[src/sfl_pkg.sv]
// Shared definitions for the JTAG serial flash loader
//   IR width and the version reported on IR readback
//   Frame widths of the four data registers
//   Frame counter width
//   Decoded IR instruction enum
`default_nettype none

package sfl_pkg;

	// JTAG instruction register
	localparam int IR_BITS = 12;

	// Version in the low ten readback bits
	localparam logic [IR_BITS-3:0] SFL_VERSION = 10'd3;

	// 8 command bits
	localparam int OPCODE_REG_WIDTH = 8;

	// 8 command + 8 read bits
	localparam int RSTATUS_REG_WIDTH = 16;

	// 8 command + 24 dummy + 8 read bits
	localparam int RSIID_REG_WIDTH = 40;

	// Page payload bits
	localparam int PAGE_BITS = 64;

	// 8 command + 24 address + page bits
	localparam int DATA_REG_WIDTH = 8 + 24 + PAGE_BITS;

	localparam int COUNTER_WIDTH = 12;

	// Load scans a register back on TDO, push streams it to the flash
	typedef enum logic [IR_BITS-1:0] {
		instr_bypass       = 12'h000,
		instr_load_opcode  = 12'h001,
		instr_push_opcode  = 12'h010,
		instr_load_rsiid   = 12'h002,
		instr_push_rsiid   = 12'h020,
		instr_load_wbytes  = 12'h004,
		instr_push_wbytes  = 12'h040,
		instr_load_rbytes  = 12'h008,
		instr_push_rbytes  = 12'h080,
		instr_load_rstatus = 12'h100,
		instr_push_rstatus = 12'h200,
		instr_do_nothing   = 12'hFFF
	} sfl_instr_e;

endpackage

`default_nettype wire

[src/sfl_asmi_ctrl.sv]
// Flash pin control of the serial flash loader
//   Frame bit counter, cleared after select-DR-scan
//   Frame length per push instruction and frame-active compare
//   Falling-edge chip select, clock enable and serial data
//   Gated flash clock and data1out capture
`timescale 1ns/1ns
`default_nettype none

module sfl_asmi_ctrl
	import sfl_pkg::*;
(
	input  logic       tck,
	input  logic       load_rstatus_inst,
	input  sfl_instr_e instr,
	input  logic       sdr,
	input  logic       sdrs,
	input  logic       push_sout,
	input  logic       data1out,
	output logic       dclkin,
	output logic       scein,
	output logic       sdoin,
	output logic       data1_sampled
);

	logic                     sdrs_reg;
	logic [COUNTER_WIDTH-1:0] bit_count;
	logic [COUNTER_WIDTH-1:0] frame_len;
	logic                     is_push;
	logic                     count_sat;
	logic                     frame_active;
	logic                     dclk_en_reg;

	always_comb begin
		is_push = 1'b1;
		case (instr)
			instr_push_opcode:  frame_len = COUNTER_WIDTH'(OPCODE_REG_WIDTH);
			instr_push_rstatus: frame_len = COUNTER_WIDTH'(RSTATUS_REG_WIDTH);
			instr_push_rsiid:   frame_len = COUNTER_WIDTH'(RSIID_REG_WIDTH);
			instr_push_wbytes,
			instr_push_rbytes:  frame_len = COUNTER_WIDTH'(DATA_REG_WIDTH);
			default: begin
				is_push   = 1'b0;
				frame_len = '0;
			end
		endcase
	end

	// Stop counting once in the top quarter
	assign count_sat    = bit_count[COUNTER_WIDTH-1] & bit_count[COUNTER_WIDTH-2];
	assign frame_active = (bit_count < frame_len);

	// Clear lands during capture-DR, so shifting starts from zero
	always_ff @(posedge tck) begin
		if (load_rstatus_inst) begin
			sdrs_reg  <= 1'b0;
			bit_count <= '0;
		end else begin
			sdrs_reg <= sdrs;
			if (sdrs_reg) begin
				bit_count <= '0;
			end else if (is_push & sdr & ~count_sat) begin
				bit_count <= bit_count + 1'b1;
			end
		end
	end

	// Pins change on the falling edge, the flash samples on the rising one
	always_ff @(negedge tck) begin
		if (load_rstatus_inst) begin
			scein       <= 1'b1;
			dclk_en_reg <= 1'b0;
			sdoin       <= 1'b0;
		end else begin
			scein       <= ~frame_active;
			dclk_en_reg <= frame_active & sdr;
			sdoin       <= push_sout;
		end
	end

	// Enable only changes while tck is low
	assign dclkin = tck & dclk_en_reg;

	// Capture on each flash clock rise
	always_ff @(posedge tck) begin
		if (dclk_en_reg) begin
			data1_sampled <= data1out;
		end
	end

endmodule

`default_nettype wire

[src/sfl_dr_bank.sv]
// Data register bank of the serial flash loader
//   Opcode, read-status, silicon-ID and page registers
//   One-bit bypass flop for unknown instructions
//   Serial source toward the flash and TDO select
`timescale 1ns/1ns
`default_nettype none

module sfl_dr_bank
	import sfl_pkg::*;
(
	input  logic       tck,
	input  logic       load_rstatus_inst,
	input  sfl_instr_e instr,
	input  logic       sdr,
	input  logic       tdi,
	input  logic       data1_sampled,
	output logic       push_sout,
	output logic       tdo
);

	logic opcode_en;
	logic rstatus_en;
	logic rsiid_en;
	logic data_en;
	logic opcode_sout;
	logic rstatus_sout;
	logic rsiid_sout;
	logic data_sout;
	logic bypass_out;

	// Load and push of a register share the same shift path
	assign opcode_en  = sdr & (instr inside {instr_load_opcode, instr_push_opcode});
	assign rstatus_en = sdr & (instr inside {instr_load_rstatus, instr_push_rstatus});
	assign rsiid_en   = sdr & (instr inside {instr_load_rsiid, instr_push_rsiid});
	assign data_en    = sdr & (instr inside {instr_load_wbytes, instr_push_wbytes,
	                                         instr_load_rbytes, instr_push_rbytes});

	sfl_shift_reg #(.width(OPCODE_REG_WIDTH)) opcode_reg (
		.tck(tck), .load_rstatus_inst(load_rstatus_inst),
		.shift_en(opcode_en), .shift_in(tdi), .shift_out(opcode_sout)
	);

	sfl_shift_reg #(.width(RSTATUS_REG_WIDTH)) rstatus_reg (
		.tck(tck), .load_rstatus_inst(load_rstatus_inst),
		.shift_en(rstatus_en), .shift_in(tdi), .shift_out(rstatus_sout)
	);

	sfl_shift_reg #(.width(RSIID_REG_WIDTH)) rsiid_reg (
		.tck(tck), .load_rstatus_inst(load_rstatus_inst),
		.shift_en(rsiid_en), .shift_in(tdi), .shift_out(rsiid_sout)
	);

	// Page frame shared by write and read bytes
	sfl_shift_reg #(.width(DATA_REG_WIDTH)) data_reg (
		.tck(tck), .load_rstatus_inst(load_rstatus_inst),
		.shift_en(data_en), .shift_in(tdi), .shift_out(data_sout)
	);

	always_ff @(posedge tck) begin
		if (load_rstatus_inst) begin
			bypass_out <= 1'b0;
		end else begin
			bypass_out <= tdi;
		end
	end

	always_comb begin
		case (instr)
			instr_push_opcode:  push_sout = opcode_sout;
			instr_push_rstatus: push_sout = rstatus_sout;
			instr_push_rsiid:   push_sout = rsiid_sout;
			instr_push_wbytes,
			instr_push_rbytes:  push_sout = data_sout;
			default:            push_sout = 1'b0;
		endcase
	end

	// Read frames return the flash's data line
	always_comb begin
		case (instr)
			instr_push_rsiid,
			instr_push_rbytes,
			instr_push_rstatus: tdo = data1_sampled;
			instr_push_wbytes,
			instr_load_wbytes,
			instr_load_rbytes:  tdo = data_sout;
			instr_push_opcode,
			instr_load_opcode:  tdo = opcode_sout;
			instr_load_rsiid:   tdo = rsiid_sout;
			instr_load_rstatus: tdo = rstatus_sout;
			default:            tdo = bypass_out;
		endcase
	end

endmodule

`default_nettype wire

[src/sfl_instr_decode.sv]
// IR decode for the serial flash loader
//   Maps ir_in onto the instruction enum, unknown values to bypass
//   Qualifies the DR scan states with the user-DR select
//   Flash access request and constant IR readback word
`timescale 1ns/1ns
`default_nettype none

module sfl_instr_decode
	import sfl_pkg::*;
(
	input  logic [IR_BITS-1:0] ir_in,
	input  logic               usr1,
	input  logic               jtag_state_sdrs,
	input  logic               jtag_state_sdr,
	input  logic               asmi_access_granted,
	output sfl_instr_e         instr,
	output logic               sdr,
	output logic               sdrs,
	output logic               asmi_access_request,
	output logic [IR_BITS-1:0] ir_out
);

	always_comb begin
		case (ir_in)
			instr_load_opcode,
			instr_push_opcode,
			instr_load_rsiid,
			instr_push_rsiid,
			instr_load_wbytes,
			instr_push_wbytes,
			instr_load_rbytes,
			instr_push_rbytes,
			instr_load_rstatus,
			instr_push_rstatus,
			instr_do_nothing: instr = sfl_instr_e'(ir_in);
			default:          instr = instr_bypass;
		endcase
	end

	// usr1 high selects the hub's user IR, not our DR
	assign sdr  = jtag_state_sdr & ~usr1;
	assign sdrs = jtag_state_sdrs & ~usr1;

	// Held for loads too, so the request does not toggle between load and push
	assign asmi_access_request = (instr != instr_bypass);

	// Grant in the MSB, bit 10 zero, then the version
	assign ir_out = {asmi_access_granted, 1'b0, SFL_VERSION};

endmodule

`default_nettype wire

[src/sfl_loader.sv]
// JTAG to serial flash loader, top level
//   Instruction decode
//   Data register bank with bypass
//   Flash pin control
`timescale 1ns/1ns
`default_nettype none

module sfl_loader
	import sfl_pkg::*;
(
	input  logic               tck,
	input  logic               load_rstatus_inst,
	input  logic [IR_BITS-1:0] ir_in,
	input  logic               usr1,
	input  logic               jtag_state_sdrs,
	input  logic               jtag_state_sdr,
	input  logic               tdi,
	input  logic               asmi_access_granted,
	input  logic               data1out,
	output logic [IR_BITS-1:0] ir_out,
	output logic               tdo,
	output logic               asmi_access_request,
	output logic               dclkin,
	output logic               scein,
	output logic               sdoin
);

	sfl_instr_e instr;
	logic       sdr;
	logic       sdrs;
	logic       push_sout;
	logic       data1_sampled;

	sfl_instr_decode u_decode (
		.ir_in               (ir_in),
		.usr1                (usr1),
		.jtag_state_sdrs     (jtag_state_sdrs),
		.jtag_state_sdr      (jtag_state_sdr),
		.asmi_access_granted (asmi_access_granted),
		.instr               (instr),
		.sdr                 (sdr),
		.sdrs                (sdrs),
		.asmi_access_request (asmi_access_request),
		.ir_out              (ir_out)
	);

	sfl_dr_bank u_bank (
		.tck               (tck),
		.load_rstatus_inst (load_rstatus_inst),
		.instr             (instr),
		.sdr               (sdr),
		.tdi               (tdi),
		.data1_sampled     (data1_sampled),
		.push_sout         (push_sout),
		.tdo               (tdo)
	);

	sfl_asmi_ctrl u_asmi (
		.tck               (tck),
		.load_rstatus_inst (load_rstatus_inst),
		.instr             (instr),
		.sdr               (sdr),
		.sdrs              (sdrs),
		.push_sout         (push_sout),
		.data1out          (data1out),
		.dclkin            (dclkin),
		.scein             (scein),
		.sdoin             (sdoin),
		.data1_sampled     (data1_sampled)
	);

endmodule

`default_nettype wire

[src/sfl_shift_reg.sv]
// Right-shifting serial register
//   Data enters the MSB, serial output is the LSB
//   Synchronous clear and shift enable
`timescale 1ns/1ns
`default_nettype none

module sfl_shift_reg #(
	parameter int width = 8
) (
	input  logic tck,
	input  logic load_rstatus_inst,
	input  logic shift_en,
	input  logic shift_in,
	output logic shift_out
);

	logic [width-1:0] sr;

	always_ff @(posedge tck) begin
		if (load_rstatus_inst) begin
			sr <= '0;
		end else if (shift_en) begin
			sr <= {shift_in, sr[width-1:1]};
		end
	end

	// A bit shifted in reaches here after width shifts
	assign shift_out = sr[0];

endmodule

`default_nettype wire

[config.mk]
export PLATFORM = sky130hd
export DESIGN_NAME = sfl_loader
export DESIGN_NICKNAME = d
export VERILOG_FILES = /design/src/sfl_pkg.sv /design/src/sfl_asmi_ctrl.sv /design/src/sfl_dr_bank.sv /design/src/sfl_instr_decode.sv /design/src/sfl_loader.sv /design/src/sfl_shift_reg.sv
export SDC_FILE = /design/constraint.sdc
export NUM_CORES = 1
export LEC_CHECK = 0
export ABC_AREA = 0
export BUFFER_PORTS_ARGS = -buffer_cell sky130_fd_sc_hd__clkbuf_2
export CORE_ASPECT_RATIO = 2
export CORE_MARGIN = 4
export CORE_UTILIZATION = 30
export CTS_CLUSTER_DIAMETER = 100
export DETAILED_ROUTE_END_ITERATION = 10
export PLACE_DENSITY = 0.56
export SETUP_SLACK_MARGIN = 0.5
export SKIP_CTS_REPAIR_TIMING = 1
export SLEW_MARGIN = 20
export SYNTH_ARGS = -nofsm -noshare
export SYNTH_HDL_FRONTEND = slang
export SYNTH_SLANG_ARGS = --single-unit
[constraint.sdc]
create_clock -name tck -period 3.7 [get_ports tck]
set_clock_uncertainty 0.05 [all_clocks]
set_input_delay 0.37 -clock tck [delete_from_list [all_inputs] [get_ports tck]]
set_output_delay 0.37 -clock tck [all_outputs]
set_load 0.01 [all_outputs]
; After elaboration in Yosys (flattened, before gate mapping)
; Cells that the tools add are included.
[op_classes]
add_sub_neg = 1
mul = 0
n_div = 0
n_lt_le_gt_ge = 1
n_eq_ne = 21
shifts = 0
mux = 5
bitwise_logic = 14
n_reduce_logical = 12
[op_table]
columns = operator, count
row1 = $pmux W7 S4, 1
row2 = $eq A12 B1 Y1 const B, 2
row3 = $eq A12 B10 Y1 const B, 2
row4 = $eq A12 B2 Y1 const B, 2
row5 = $eq A12 B3 Y1 const B, 2
row6 = $eq A12 B4 Y1 const B, 2
row7 = $eq A12 B5 Y1 const B, 2
row8 = $eq A12 B6 Y1 const B, 2
row9 = $eq A12 B7 Y1 const B, 2
row10 = $eq A12 B8 Y1 const B, 2
row11 = $eq A12 B9 Y1 const B, 2
row12 = $add A12 B1 Y12 const B, 1
row13 = $eq A12 B12 Y1 const B, 1
row14 = $lt A12 B7 Y1, 1
row15 = $mux W12, 1
row16 = $reduce_bool A12 Y1, 1
row17 = $and A1 B1 Y1, 11
row18 = $reduce_or A11 Y1, 1
row19 = $reduce_bool A2 Y1, 3
row20 = $reduce_or A2 Y1, 3
row21 = $reduce_or A3 Y1, 2
row22 = $pmux W1 S5, 1
row23 = $reduce_or A5 Y1, 1
row24 = $pmux W1 S4, 1
row25 = 3 further kinds, 5
[totals]
regBits = 178
latchBits = 0
ramBits = 0
romBits = 0
word_cells = 65
n_memories = 0

; Depth between registers and ports, before layout
[depth]
depth_word = 8
mapped_depth = 12

; Hierarchy
; A second synthesis with hierarchy kept.
[hier_totals]
hier_cells = 729
area_unflattened_um2 = 7432.1
[modules_own_cells]
columns = mod, n_inst, cells_each, area_each_um2
row1 = sfl_shift_reg (u_bank.data_reg), 1, 310, 3429.5
row2 = sfl_shift_reg (u_bank.rsiid_reg), 1, 129, 1457.6
row3 = sfl_asmi_ctrl, 1, 104, 915.9
row4 = sfl_shift_reg (u_bank.rstatus_reg), 1, 52, 580.6
row5 = sfl_dr_bank, 1, 56, 391.6
row6 = sfl_instr_decode, 1, 52, 371.6
row7 = sfl_shift_reg (u_bank.opcode_reg), 1, 26, 285.3

==> key figures <==
Run status
  • Status: finished with violations
  • Failing checks: negative setup slack

Drt
  • Iteration-0 DRC Markers: 347
  • DR vias: 5652
  • DRT Pass-1 Iters: 4
  • Vias per Instance: 4.74
  • DRT Wirelength: 14200 um
  • DR WL/cell: 11.9 um
  • Antenna Violating Nets Remaining: 0
  • Drc violations: 0

Clocking
  • Worst-path clk slew: 0.07 ns
  • Clk_lat worst skew: 0.57 ns
  • CTS tree: built

Placement
  • RD Place Congestion: 0.827
  • IO buf count: 23
  • Pre-CTS setup slack: -1.12 ns
  • Detailed Place HPWL: 9060 um
  • Placed cell count: 1153
  • Placed Area: 0.00739 mm2

Critical path
  • R2R cell count: 6
  • Startpoint Class: primary input
  • Worst-path fanout max: 4
  • Worst Setup SP: ir_in[3]
  • Crit. End Element: flip-flop
  • Type of the worst setup path: primary input to flip-flop
  • Reg-to-reg startpoint: u_asmi.bit_count[5]
  • R2r endpoint: u_asmi.dclk_en_reg
  • CP required: 2.31 ns
  • Worst EP arrival: 2.74 ns
  • Setup crit end: u_asmi.dclk_en_reg
  • R2R setup slack: 0.47 ns

Floorplanning
  • Row count: 78
  • Die Span X: 115 um
  • Starting Density: 30.3%
  • Core area: 0.0226 mm2
  • Die Height: 222 um
  • Total die area: 0.0255 mm2
  • I/O Pins: 37

Synth
  • Post-Synthesis Cells: 875
  • Ys async rst share: 0%
  • Mux contribution to synthesized area: 1.31%
  • Largest family of logic cells by synthesized area: simple AND/OR/NAND/NOR gates
  • Syn. warnings: 0
  • Post-synth EDFFs: 1
  • Post-Synth XOR/XNOR Area: 0.638%
  • Most used DFF post-synth: dfxtp_1
  • Simple-gate portion of the synthesized area: 24.2%
  • Netlist Area Pre-Place: 0.00687 mm2
  • Mapped Avg Cell Area: 7.85 um2
  • Sequential share of the synthesized area: 52.0%
  • Adder-Cell Fraction of Synth Area: 0.729%
  • FF+latch count, synth: 178
  • Synth unique cells: 50
  • Compound-Gate Fraction of Synth Area: 15.5%

Final layout
  • Share of cells above drive strength 1: 12.9%
  • Final Non-Filler Cells: 1193
  • Max reg flops: 96
  • Filler cells: 2351
  • Largest register by flop count: u_bank.data_reg.sr
  • Largest regs: u_bank.data_reg.sr x96, u_bank.rsiid_reg.sr x40, u_bank.rstatus_reg.sr x16
  • Final nets: 924
  • Most common cell after layout, fill and taps aside: nand2_1
  • Area Overhead vs Synth: 18.7%
  • Post-route design area: 0.00816 mm2
  • Util after Layout: 36.0%
  • Diode count: 0
  • Most frequent cells in the layout: nand2_1 (314), dfxtp_1 (177), a21oi_1 (164)

Hold path
  • Worst hold path class: primary input to flip-flop

Global route
  • Grt met2 use: 18.8%
  • Met1 Usage GRT: 12.7%
  • Global-route met3 utilization: 2.27%
  • Vias in the first global route: 5169
  • Global route overflow: 0
  • First-pass GRT wire length: 23500 um
  • Total GRT Usage: 11.2%
  • Initial antenna violation count: 0
  • Pin count of the biggest net entering global routing: 101
  • Busiest grt layer: met2

Timing
  • Slew of the pin with the lowest slew margin: 1.01 ns
  • Setup TNS Final: -0.828 ns
  • Slew HR: 32.6%
  • Slew Viols, Final: 0
  • Final Worst Setup Slack: -0.433 ns
  • Final hold vios: 0
  • Hold WS: 0.109 ns
  • Finish-stage setup viols: 2
  • RSZ-0062 raised after global routing: yes

Power and ir drop
  • Power per cell area: 486 mW/mm2
  • Total power: 3.97 mW
  • Leak: 2.72 nW
  • Worst vdd ir: 0.338 mV

Run
  • Maximum capacitance violations: 0
[Yosys cell counts, types with 2 or more instances]
library cell    n  area (um2)
clkbuf_1       47         176
or3_1          11        68.8
nor3_1          8        40.0
buf_6           2        22.5
o21a_1          2        15.0
o31ai_1         2        15.0
nor3_2          2        20.0
xor2_1          4        35.0
conb_1          2        7.51
a221oi_1        3        26.3
inv_1           7        26.3
or4_1           2        15.0
nor4b_1         3        26.3
nor2_1         23        86.3
nor4_1          4        25.0
dfxtp_1       177        3540
or2_2           2        12.5
nand4_1         5        31.3
o221ai_1        2        17.5
a32o_1          2        20.0
a21oi_1       164         821
and3_1          4        25.0
nand2_1       314        1180
nand3_1         9        45.0
nand2b_1        2        12.5
buf_1           7        26.3
buf_4          12        90.1
mux2i_1         9        90.1
ha_1            4        50.1
buf_2           7        35.0
nor2b_1         3        18.8
o21ai_0        12        60.1
[kinds of logic (layout without fill, tap and decap cells)]
family | count (synthesis) | after routing
AO/OA/AOI/OAI | 197 | 197
XOR/XNOR | 5 | 5
adder cells (fa/ha/maj) | 4 | 4
buffers and inverters | 82 | 111
flip-flops | 178 | 178
multiplexers | 9 | 9
other | 2 | 11
AND/OR/NAND/NOR | 398 | 398
[cell type report]
class                      count  area [um2]  area share (%)
sequential                   178        3570            43.8
tap                          280         350            4.30
multi-input combinational    624        3030            37.2
timing repair buffer          66         498            6.11
clock buffer                  25         572            7.01
clock inverter                14         109            1.33
inverter                       6        22.5           0.276
[routing by layer]
metal	wire length, um	up-vias	part of all wire, %
met2	7220	79	51
li1	-	2924	-
met3	382	31	2.7
met4	568	0	4.0
met5	0	-	0
met1	5980	2618	42
[worst max-delay path, cell delays in order]
cell,delay [ns]
buf_8,0.10
or4_4,0.55
o31ai_4,0.27
nor2_4,0.07
or4_4,0.49
ha_4,0.23
a211oi_2,0.16
o211ai_1,0.10
o221ai_1,0.18
nand3_1,0.11
nor2_1,0.10
[power breakdown]
| part | switching, mW | internal, mW |
|---|---|---|
| combinational | 0.0770 | 0.0410 |
| sequential | 0.000383 | 1.92 |
| clock | 0.767 | 1.16 |
[how the worst min path moves through the flow]
stage	slack (ns)	from	cells past startpoint	end
6_report	0.11	tdi	3	u_bank.rstatus_reg.sr[15]
5_1_grt	0.12	tdi	3	u_bank.data_reg.sr[95]
4_1_cts	-0.07	usr1	2	u_asmi.sdrs_reg
3_5_place_dp	0.39	u_bank.rsiid_reg.sr[24]	2	u_bank.rsiid_reg.sr[23]
3_3_place_gp	0.39	u_bank.data_reg.sr[72]	2	u_bank.data_reg.sr[71]
2_1_floorplan	0.38	u_bank.rstatus_reg.sr[15]	2	u_bank.rstatus_reg.sr[15]
Note: power is estimated with default switching activity, not from simulation.
